File: config.mk
export PLATFORM = sky130hd
export DESIGN_NAME = rp_top
export DESIGN_NICKNAME = d
export VERILOG_FILES = /design/src/common/rp_pkg.sv /design/src/verilog/rp_top.sv /design/src/hk/hk_regs.sv /design/src/hk/hk_idly.sv /design/src/hk/hk_exp_sync.sv /design/src/adc/adc_capture.sv
export VERILOG_INCLUDE_DIRS = /design/src /design/src/common
export SDC_FILE = /design/constraint.sdc
export NUM_CORES = 1
export LEC_CHECK = 0
export BUFFER_PORTS_ARGS = -buffer_cell sky130_fd_sc_hd__buf_4
export CORE_AREA = 2 2 151 94
export CTS_CLUSTER_SIZE = 24
export DETAILED_ROUTE_END_ITERATION = 10
export DIE_AREA = 0 0 153 96
export PLACE_DENSITY = 0.71
export SLEW_MARGIN = 25
export SYNTH_ARGS = -nofsm -noshare
export SYNTH_HDL_FRONTEND = slang
export SYNTH_SLANG_ARGS = --single-unit
File: constraint.sdc
create_clock -name adc_clk -period 2.7 [get_ports adc_clk]
set_input_delay 0.27 -clock adc_clk [delete_from_list [all_inputs] [get_ports adc_clk]]
set_output_delay 0.27 -clock adc_clk [all_outputs]
set_load 0.01 [all_outputs]
File: src/common/rp_cfg.svh
// fast adc path and housekeeping config, widths, register map and block id
`ifndef RP_CFG_SVH
`define RP_CFG_SVH

//////////////////////////////
// adc data path
//////////////////////////////

`define RP_ADC_RAW_BITS   14     // converter word, already deserialized
`define RP_ADC_DATA_BITS  12     // kept msbs per channel
`define RP_ADC_LANES      7      // data lanes per channel

//////////////////////////////
// housekeeping
//////////////////////////////

`define RP_IDLY_BITS      5      // tap counter, wraps like the delay cell
`define RP_EXP_BITS       9      // one expansion bank
`define RP_LED_BITS       8
`define RP_APB_AW         8
`define RP_APB_DW         32

// byte offsets
`define RP_ADDR_ID        8'h00
`define RP_ADDR_CFG       8'h04
`define RP_ADDR_EXP_P_DIR 8'h08
`define RP_ADDR_EXP_N_DIR 8'h0C
`define RP_ADDR_EXP_P_OUT 8'h10
`define RP_ADDR_EXP_N_OUT 8'h14
`define RP_ADDR_EXP_P_IN  8'h18
`define RP_ADDR_EXP_N_IN  8'h1C
`define RP_ADDR_LED       8'h30
`define RP_ADDR_IDLY_CTRL 8'h34
`define RP_ADDR_IDLY_CNT  8'h38

`define RP_BLOCK_ID       32'h5250_0001   // read only, "RP" + rev 1

`endif
File: src/common/rp_pkg.sv
// shared types for the adc capture path and the apb housekeeping block
`include "rp_cfg.svh"

package rp_pkg;

  //////////////////////////////
  // plain vectors
  //////////////////////////////

  typedef logic [`RP_ADC_RAW_BITS-1:0]  adc_raw_t;   // raw converter word
  typedef logic [`RP_ADC_DATA_BITS-1:0] adc_dat_t;   // truncated sample
  typedef logic [`RP_IDLY_BITS-1:0]     idly_cnt_t;  // one tap count
  typedef logic [`RP_EXP_BITS-1:0]      exp_bank_t;  // one expansion bank

  //////////////////////////////
  // apb
  //////////////////////////////

  // requester side, 43 bits
  typedef struct packed {
    logic [`RP_APB_AW-1:0] paddr;
    logic                  psel;
    logic                  penable;
    logic                  pwrite;
    logic [`RP_APB_DW-1:0] pwdata;
  } apb_req_t;

  // completer side, 34 bits
  typedef struct packed {
    logic [`RP_APB_DW-1:0] prdata;
    logic                  pready;
    logic                  pslverr;
  } apb_rsp_t;

  //////////////////////////////
  // housekeeping
  //////////////////////////////

  // one bank towards the pads
  typedef struct packed {
    exp_bank_t dat;   // output data
    exp_bank_t oe;    // 1 = drive pin
  } exp_ctrl_t;

  // tap command, single cycle, zero when idle
  typedef struct packed {
    logic                         load;   // clear masked lanes
    logic [2*`RP_ADC_LANES-1:0]   mask;   // lanes 0..6 ch a, 7..13 ch b
    logic                         inc;    // 1 up, 0 down
  } idly_cmd_t;

endpackage

File: src/verilog/rp_top.sv
// top level, adc capture path plus apb housekeeping on adc_clk
`timescale 1ns/10ps
`include "rp_cfg.svh"

module rp_top (
  input  logic                        adc_clk,
  input  logic                        rst_n_i,     // async, active low
  // apb
  input  rp_pkg::apb_req_t            apb_req_i,
  output rp_pkg::apb_rsp_t            apb_rsp_o,
  // adc, two words per cycle
  input  rp_pkg::adc_raw_t            adc_dat_a_i,
  input  rp_pkg::adc_raw_t            adc_dat_b_i,
  output rp_pkg::adc_dat_t            adc_ch1_o,
  output rp_pkg::adc_dat_t            adc_ch2_o,
  // expansion connector, pads live outside
  input  rp_pkg::exp_bank_t           exp_p_i,
  input  rp_pkg::exp_bank_t           exp_n_i,
  output rp_pkg::exp_ctrl_t           exp_p_o,
  output rp_pkg::exp_ctrl_t           exp_n_o,
  // leds
  output logic [`RP_LED_BITS-1:0]     led_o
);

  import rp_pkg::*;

  logic      swap;                       // cfg bit 0
  idly_cmd_t idly_cmd;                   // tap command pulse
  idly_cnt_t idly_cnt_a;                 // lane 0, ch a
  idly_cnt_t idly_cnt_b;                 // lane 0, ch b
  exp_bank_t exp_p_sync;
  exp_bank_t exp_n_sync;

  //////////////////////////////
  // adc path
  //////////////////////////////

  adc_capture adc_capture_i (
    .adc_clk     (adc_clk    ),
    .rst_n_i     (rst_n_i    ),
    .adc_dat_a_i (adc_dat_a_i),
    .adc_dat_b_i (adc_dat_b_i),
    .swap_i      (swap       ),
    .adc_ch1_o   (adc_ch1_o  ),
    .adc_ch2_o   (adc_ch2_o  )
  );

  //////////////////////////////
  // housekeeping
  //////////////////////////////

  hk_regs hk_regs_i (
    .adc_clk      (adc_clk   ),
    .rst_n_i      (rst_n_i   ),
    .apb_req_i    (apb_req_i ),
    .apb_rsp_o    (apb_rsp_o ),
    .exp_p_sync_i (exp_p_sync),
    .exp_n_sync_i (exp_n_sync),
    .idly_cnt_a_i (idly_cnt_a),
    .idly_cnt_b_i (idly_cnt_b),
    .swap_o       (swap      ),
    .led_o        (led_o     ),
    .exp_p_o      (exp_p_o   ),
    .exp_n_o      (exp_n_o   ),
    .idly_cmd_o   (idly_cmd  )
  );

  hk_idly hk_idly_i (
    .adc_clk      (adc_clk   ),
    .rst_n_i      (rst_n_i   ),
    .idly_cmd_i   (idly_cmd  ),
    .idly_cnt_a_o (idly_cnt_a),
    .idly_cnt_b_o (idly_cnt_b)
  );

  hk_exp_sync hk_exp_sync_i (
    .adc_clk      (adc_clk   ),
    .rst_n_i      (rst_n_i   ),
    .exp_p_i      (exp_p_i   ),
    .exp_n_i      (exp_n_i   ),
    .exp_p_sync_o (exp_p_sync),
    .exp_n_sync_o (exp_n_sync)
  );

endmodule

File: src/hk/hk_regs.sv
// housekeeping register file, apb decode, writable regs, read mux and tap commands
`timescale 1ns/10ps
`include "rp_cfg.svh"

module hk_regs (
  input  logic                    adc_clk,
  input  logic                    rst_n_i,
  // apb
  input  rp_pkg::apb_req_t        apb_req_i,
  output rp_pkg::apb_rsp_t        apb_rsp_o,
  // status in
  input  rp_pkg::exp_bank_t       exp_p_sync_i,   // already synchronized
  input  rp_pkg::exp_bank_t       exp_n_sync_i,
  input  rp_pkg::idly_cnt_t       idly_cnt_a_i,   // lane 0, ch a
  input  rp_pkg::idly_cnt_t       idly_cnt_b_i,   // lane 0, ch b
  // control out
  output logic                    swap_o,
  output logic [`RP_LED_BITS-1:0] led_o,
  output rp_pkg::exp_ctrl_t       exp_p_o,
  output rp_pkg::exp_ctrl_t       exp_n_o,
  output rp_pkg::idly_cmd_t       idly_cmd_o
);

  import rp_pkg::*;

  localparam int NL = 2 * `RP_ADC_LANES;   // all tap lanes

  logic                  acc;         // access phase
  logic                  wr_en;       // accepted write
  logic                  reg_hit;     // offset in map
  logic                  reg_ro;      // read only offset
  logic [`RP_APB_DW-1:0] reg_rdata;

  //////////////////////////////
  // decode
  //////////////////////////////

  assign acc   = apb_req_i.psel & apb_req_i.penable;
  assign wr_en = acc & apb_req_i.pwrite & reg_hit & ~reg_ro;   // bad writes dropped

  always_comb
  begin
    reg_hit   = 1'b1;
    reg_ro    = 1'b0;
    reg_rdata = '0;
    case (apb_req_i.paddr)
      `RP_ADDR_ID:
      begin
        reg_rdata = `RP_BLOCK_ID;
        reg_ro    = 1'b1;
      end
      `RP_ADDR_CFG:       reg_rdata[0] = swap_o;
      `RP_ADDR_EXP_P_DIR: reg_rdata[`RP_EXP_BITS-1:0] = exp_p_o.oe;
      `RP_ADDR_EXP_N_DIR: reg_rdata[`RP_EXP_BITS-1:0] = exp_n_o.oe;
      `RP_ADDR_EXP_P_OUT: reg_rdata[`RP_EXP_BITS-1:0] = exp_p_o.dat;
      `RP_ADDR_EXP_N_OUT: reg_rdata[`RP_EXP_BITS-1:0] = exp_n_o.dat;
      `RP_ADDR_EXP_P_IN:
      begin
        reg_rdata[`RP_EXP_BITS-1:0] = exp_p_sync_i;
        reg_ro                      = 1'b1;
      end
      `RP_ADDR_EXP_N_IN:
      begin
        reg_rdata[`RP_EXP_BITS-1:0] = exp_n_sync_i;
        reg_ro                      = 1'b1;
      end
      `RP_ADDR_LED:       reg_rdata[`RP_LED_BITS-1:0] = led_o;
      `RP_ADDR_IDLY_CTRL: reg_rdata = '0;   // command only, reads back 0
      `RP_ADDR_IDLY_CNT:
      begin
        reg_rdata[`RP_IDLY_BITS-1:0]   = idly_cnt_a_i;   // 4:0
        reg_rdata[8 +: `RP_IDLY_BITS]  = idly_cnt_b_i;   // 12:8
        reg_ro                         = 1'b1;
      end
      default:            reg_hit = 1'b0;
    endcase
  end

  //////////////////////////////
  // response, zero wait
  //////////////////////////////

  assign apb_rsp_o.prdata  = reg_rdata;
  assign apb_rsp_o.pready  = 1'b1;
  assign apb_rsp_o.pslverr = acc & (~reg_hit | (apb_req_i.pwrite & reg_ro));

  //////////////////////////////
  // writable registers
  //////////////////////////////

  always_ff @(posedge adc_clk or negedge rst_n_i)
  begin
    if (!rst_n_i)
    begin
      swap_o  <= 1'b1;   // boards come up swapped
      led_o   <= '0;
      exp_p_o <= '0;     // pins released
      exp_n_o <= '0;
    end
    else if (wr_en)
    begin
      case (apb_req_i.paddr)
        `RP_ADDR_CFG:       swap_o      <= apb_req_i.pwdata[0];
        `RP_ADDR_EXP_P_DIR: exp_p_o.oe  <= apb_req_i.pwdata[`RP_EXP_BITS-1:0];
        `RP_ADDR_EXP_N_DIR: exp_n_o.oe  <= apb_req_i.pwdata[`RP_EXP_BITS-1:0];
        `RP_ADDR_EXP_P_OUT: exp_p_o.dat <= apb_req_i.pwdata[`RP_EXP_BITS-1:0];
        `RP_ADDR_EXP_N_OUT: exp_n_o.dat <= apb_req_i.pwdata[`RP_EXP_BITS-1:0];
        `RP_ADDR_LED:       led_o       <= apb_req_i.pwdata[`RP_LED_BITS-1:0];
        default:            ;
      endcase
    end
  end

  //////////////////////////////
  // tap command pulse
  //////////////////////////////

  // lives only in the access cycle, counters step on the closing edge
  always_comb
  begin
    idly_cmd_o = '0;
    if (wr_en && (apb_req_i.paddr == `RP_ADDR_IDLY_CTRL))
    begin
      idly_cmd_o.mask = apb_req_i.pwdata[NL-1:0];   // 13:0
      idly_cmd_o.inc  = apb_req_i.pwdata[16];
      idly_cmd_o.load = apb_req_i.pwdata[17];
    end
  end

  //////////////////////////////
  // checks
  //////////////////////////////

  // requester must go through setup before access
  a_apb_setup: assert property (
    @(posedge adc_clk) disable iff (!rst_n_i)
    apb_req_i.penable |-> $past(apb_req_i.psel && !apb_req_i.penable)
  );

  // counters see at most one step per transfer
  a_cmd_pulse: assert property (
    @(posedge adc_clk) disable iff (!rst_n_i)
    (idly_cmd_o != '0) |=> (idly_cmd_o == '0)
  );

endmodule

File: src/hk/hk_idly.sv
// input delay tap counters, fourteen wrapping 5 bit lanes driven by register commands
`timescale 1ns/10ps
`include "rp_cfg.svh"

module hk_idly (
  input  logic              adc_clk,
  input  logic              rst_n_i,
  input  rp_pkg::idly_cmd_t idly_cmd_i,     // zero when idle
  output rp_pkg::idly_cnt_t idly_cnt_a_o,   // lane 0, ch a
  output rp_pkg::idly_cnt_t idly_cnt_b_o    // lane 0, ch b
);

  import rp_pkg::*;

  localparam int NL = 2 * `RP_ADC_LANES;

  idly_cnt_t [NL-1:0] cnt_q;   // lanes 0..6 ch a, 7..13 ch b

  //////////////////////////////
  // counters
  //////////////////////////////

  always_ff @(posedge adc_clk or negedge rst_n_i)
  begin
    if (!rst_n_i)
      cnt_q <= '0;
    else
    begin
      for (int i = 0; i < NL; i++)
      begin
        if (idly_cmd_i.mask[i])
        begin
          if (idly_cmd_i.load)
            cnt_q[i] <= '0;                 // back to tap 0
          else if (idly_cmd_i.inc)
            cnt_q[i] <= cnt_q[i] + 1'b1;    // 31 -> 0
          else
            cnt_q[i] <= cnt_q[i] - 1'b1;    // 0 -> 31
        end
      end
    end
  end

  // only lane 0 of each channel is visible in the map
  assign idly_cnt_a_o = cnt_q[0];
  assign idly_cnt_b_o = cnt_q[`RP_ADC_LANES];

  //////////////////////////////
  // checks
  //////////////////////////////

  a_hold_idle: assert property (
    @(posedge adc_clk) disable iff (!rst_n_i)
    (idly_cmd_i.mask == '0) |=> $stable(cnt_q)
  );

endmodule

File: src/hk/hk_exp_sync.sv
// expansion input synchronizer, two flops per pin for both banks
`timescale 1ns/10ps

module hk_exp_sync (
  input  logic              adc_clk,
  input  logic              rst_n_i,
  input  rp_pkg::exp_bank_t exp_p_i,        // async pins
  input  rp_pkg::exp_bank_t exp_n_i,
  output rp_pkg::exp_bank_t exp_p_sync_o,
  output rp_pkg::exp_bank_t exp_n_sync_o
);

  import rp_pkg::*;

  exp_bank_t p_meta, n_meta;   // first flop, may go metastable

  always_ff @(posedge adc_clk or negedge rst_n_i)
  begin
    if (!rst_n_i)
    begin
      p_meta       <= '0;
      n_meta       <= '0;
      exp_p_sync_o <= '0;
      exp_n_sync_o <= '0;
    end
    else
    begin
      p_meta       <= exp_p_i;
      n_meta       <= exp_n_i;
      exp_p_sync_o <= p_meta;   // settled after two edges
      exp_n_sync_o <= n_meta;
    end
  end

endmodule

File: src/adc/adc_capture.sv
// adc capture, two stage sample register with channel swap and msb truncation
`timescale 1ns/10ps
`include "rp_cfg.svh"

module adc_capture (
  input  logic             adc_clk,
  input  logic             rst_n_i,
  input  rp_pkg::adc_raw_t adc_dat_a_i,   // channel a word
  input  rp_pkg::adc_raw_t adc_dat_b_i,   // channel b word
  input  logic             swap_i,        // 1 = b->ch1, a->ch2
  output rp_pkg::adc_dat_t adc_ch1_o,
  output rp_pkg::adc_dat_t adc_ch2_o
);

  import rp_pkg::*;

  localparam int MSB = `RP_ADC_RAW_BITS - 1;
  localparam int DW  = `RP_ADC_DATA_BITS;

  adc_raw_t dat_a_q;   // stage one
  adc_raw_t dat_b_q;
  adc_dat_t trunc_a;   // top bits only
  adc_dat_t trunc_b;

  //////////////////////////////
  // stage one, raw sample
  //////////////////////////////

  always_ff @(posedge adc_clk or negedge rst_n_i)
  begin
    if (!rst_n_i)
    begin
      dat_a_q <= '0;
      dat_b_q <= '0;
    end
    else
    begin
      dat_a_q <= adc_dat_a_i;
      dat_b_q <= adc_dat_b_i;
    end
  end

  // drop the lsbs, same as the old loopback
  assign trunc_a = dat_a_q[MSB -: DW];
  assign trunc_b = dat_b_q[MSB -: DW];

  //////////////////////////////
  // stage two, order + output
  //////////////////////////////

  always_ff @(posedge adc_clk or negedge rst_n_i)
  begin
    if (!rst_n_i)
    begin
      adc_ch1_o <= '0;
      adc_ch2_o <= '0;
    end
    else
    begin
      // swap is sampled here, so a cfg write hits the next pair entering
      adc_ch1_o <= swap_i ? trunc_b : trunc_a;
      adc_ch2_o <= swap_i ? trunc_a : trunc_b;
    end
  end

  //////////////////////////////
  // checks
  //////////////////////////////

  // x on the pins means an undriven converter word got through both stages
  a_no_x_out: assert property (
    @(posedge adc_clk) disable iff (!rst_n_i)
    !$isunknown({adc_ch1_o, adc_ch2_o})
  );

endmodule

==> results.ini <==
[outcome]
outcome = completed

[yosys]
synth-seq-cells = 139
synth_edf_count = 0
async_flop_share_pct = 100
ys_types = 60
ys_seq_area_share_pct = 59.6
synthFlopType = dfrtp_1
synth_area_um2 = 5840
syn_avg_cell_area_um2 = 13.6
postSynthCellCount = 430
yosys_warnings = 0

[sta]
fin_skew_ns = 0.00908
finalCritPeriodShare_pct = 85.3
max_freq_ghz = 0.434
setup_viol = 0
rsz0062_at_grt = false
slew_headroom_pct = 60.3
timing.final.hold_violations = 0
tightest_slew_ns = 0.595
fin_setup_tns_ns = 0
drv_slew = 0
period_needed_ns = 2.30
whs_ns = 0.126

[critical_path]
cp.required_ns = 2.43
crit_path_end_kind = output port
cp_slowest_cell = nor3b_1
crit_fanout = 16
worst_path_largest_cell_delay_ns = 0.44
rr_endpoint = hk_idly_i.idly_cnt_a_o[4]
cp.arrival_ns = 2.03
crit_type = input pin to output port
reg2reg_from = hk_idly_i.idly_cnt_a_o[0]
path_cells = buf_4, nor4bb_2, buf_4, nor3b_1, buf_4, and2_1, buf_4
cp_common_cell = buf_4
reg2regPathDepth = 5
critPathLaunchType = input pin
r2r_setup_slack_ns = 1.04

[floorplan]
core_um2 = 13300
rows = 33
start_util_pct = 43.8
die_area_um2 = 14700
die_w_um = 153
die_h_um = 96
ios = 193

[drt]
vias_per_cell = 5.22
drc = 0
vias = 4311
drt_wl_total_um = 15200
postRouteAntennaNets = 0
wl_per_cell_um = 18.4
drt_pre_antenna_iters = 4
drt_iter0_markers = 230

[placement]
place.gp.congestion = 0.923
io_buffers = 152
detailedPlacementHpwl_um = 10700
placed_area_um2 = 7190

[grt]
grt_overflow_total = 0
grtUsageTotal_pct = 21.4
grt_pass1_vias = 4407
grt_max_degree = 92
antenna_found_initial = 0
grt_pass1_wl_um = 23800

[cells_and_area]
drive_above_1_share_pct = 44.4
antenna_cells = 0
layout_common_cells = buf_4, dfrtp_1, mux2_2
area_growth_pct = 40.6
final_common_cell = buf_4
final_area_um2 = 8210
nNetsFinal = 738
nFillCells = 1018

[clocking]
cts_sinks = 139
cts.reportedPaths.clkPinSlew_ns = 0.06
post_cts_buffers = 0
clkLatencyLatePin_ns = 0.42
cts_tree = built
htreeDepth = 4
clockRootBuffer = clkbuf_16
cts_inserted_buffers = 17
clk_path_buf_depth = 2
hold_buffers = 43
cts_resized = 0

[worst_hold_path]
hold_path_class = input pin to flip-flop
holdCritStartpoint = apb_req_i[3]
min_to = hk_regs_i.exp_n_o[3]
holdPathStages = 2

[pwr]
p_leak_nw = 3.95
power_density_nw_per_um2 = 595
ir_drop_mv = 0.428

[job]
maxCapViolCount = 0

==> cells in the mapped netlist (2+ instances only) <==
| cell type | number | share of area [%] |
|---|---|---|
| buf_4 | 19 | 2.4 |
| mux2_4 | 9 | 2.3 |
| a31o_2 | 2 | 0.30 |
| clkbuf_1 | 13 | 0.84 |
| o22ai_1 | 3 | 0.32 |
| o21ai_0 | 8 | 0.69 |
| xnor2_1 | 5 | 0.75 |
| ha_1 | 7 | 1.5 |
| fa_1 | 2 | 0.69 |
| a21oi_1 | 9 | 0.77 |
| and2_1 | 9 | 0.96 |
| nand2_1 | 20 | 1.3 |
| nand2b_1 | 2 | 0.21 |
| a32oi_1 | 2 | 0.30 |
| or3_1 | 2 | 0.21 |
| dfrtp_1 | 138 | 59 |
| buf_2 | 2 | 0.17 |
| a31oi_1 | 3 | 0.32 |
| nor4_1 | 2 | 0.21 |
| and3_1 | 5 | 0.54 |
| buf_1 | 3 | 0.19 |
| nand3_1 | 10 | 0.86 |
| inv_1 | 5 | 0.32 |
| mux2_2 | 63 | 12 |
| nor3b_1 | 2 | 0.26 |
| nor2_1 | 9 | 0.58 |
| mux2i_1 | 12 | 2.1 |
| a22oi_1 | 7 | 0.90 |
| mux4_2 | 2 | 0.77 |
| o2bb2ai_1 | 2 | 0.30 |
| nor3_1 | 5 | 0.43 |
| nand3b_1 | 3 | 0.39 |
| o2111ai_1 | 3 | 0.45 |
| a21o_1 | 3 | 0.39 |
| o31ai_1 | 7 | 0.90 |
| nor4b_2 | 2 | 0.51 |
| conb_1 | 2 | 0.13 |
| o311ai_0 | 2 | 0.30 |
| nand4_1 | 5 | 0.54 |
==> report_power, final <==
| group | leakage (nW) | switching [W] | internal [W] |
|---|---|---|---|
| clock | 0.286 | 0.000952 | 0.00135 |
| combinational | 1.92 | 0.000193 | 0.000205 |
| sequential | 1.74 | 0.0000327 | 0.00216 |
==> layer usage <==
layer  track usage (%)  vias to the layer above  part of all wire (%)
li1                  -                     1946                     -
met1              28.9                     2167                    45
met2              33.3                      178                    45
met3              6.98                       20                   8.1
met4              6.87                        0                   1.6
met5                 0                        -                     0
==> cell families after synthesis <==
logic type,share of synthesized area (%)
other,0.129
XOR/XNOR,0.900
AO/OA/AOI/OAI,6.92
buffers and inverters,4.16
adder cells (fa/ha/maj),2.19
flip-flops,59.6
AND/OR/NAND/NOR,8.81
multiplexers,17.3
==> worst max-delay path: cells and delay by family <==
| family | cells | cell delay [ns] |
|---|---|---|
| buf+inv | 4 | 0.78 |
| simple gates | 3 | 0.96 |
==> sequential cells by signal, summed over array words and instances, names as in the netlist <==
register,cells
hk_regs_i.exp_n_o,18
hk_regs_i.exp_p_o,18
adc_capture_i.adc_ch1_o,12
adc_capture_i.adc_ch2_o,12
adc_capture_i.dat_a_q,12
adc_capture_i.dat_b_q,12
hk_exp_sync_i.exp_n_sync_o,9
hk_exp_sync_i.exp_p_sync_o,9
hk_exp_sync_i.n_meta,9
hk_exp_sync_i.p_meta,9
hk_regs_i.led_o,8
hk_idly_i.idly_cnt_a_o,5
hk_idly_i.idly_cnt_b_o,5
hk_regs_i.swap_o,1
==> worst max-delay path by stage <==
stage,start,to,cells after the start
final,apb_req_i[40],apb_rsp_o[14],7
after global routing,apb_req_i[40],apb_rsp_o[14],7
after CTS,apb_req_i[40],apb_rsp_o[14],7
after detailed placement,apb_req_i[38],hk_idly_i.idly_cnt_a_o[4],9
after global placement,apb_req_i[40],hk_idly_i.idly_cnt_a_o[4],8
after floorplan,apb_req_i[37],hk_idly_i.idly_cnt_a_o[4],10
==> stage by stage <==
stage	instances	worst slack, ns	utilization [%]	total power [W]
after floorplan	443	0.113	-	0.00237
after global placement	751	0.273	53.9	0.00256
after detailed placement	751	0.175	53.9	0.00258
after CTS	826	0.374	61.5	0.00491
after global routing	826	0.226	61.5	0.00506
final	826	0.398	61.5	0.00489
==> final cells by class <==
class	count	area [um^2]	area share [%]
Multi-Input combinational cell	261	2180	26.5
Timing Repair Buffer	214	1730	21.1
Inverter	5	18.8	0.229
Tap cell	175	219	2.67
Sequential cell	139	3480	42.4
Clock buffer	20	457	5.56
Clock inverter	12	126	1.54
(Power assumes the default switching activity.)
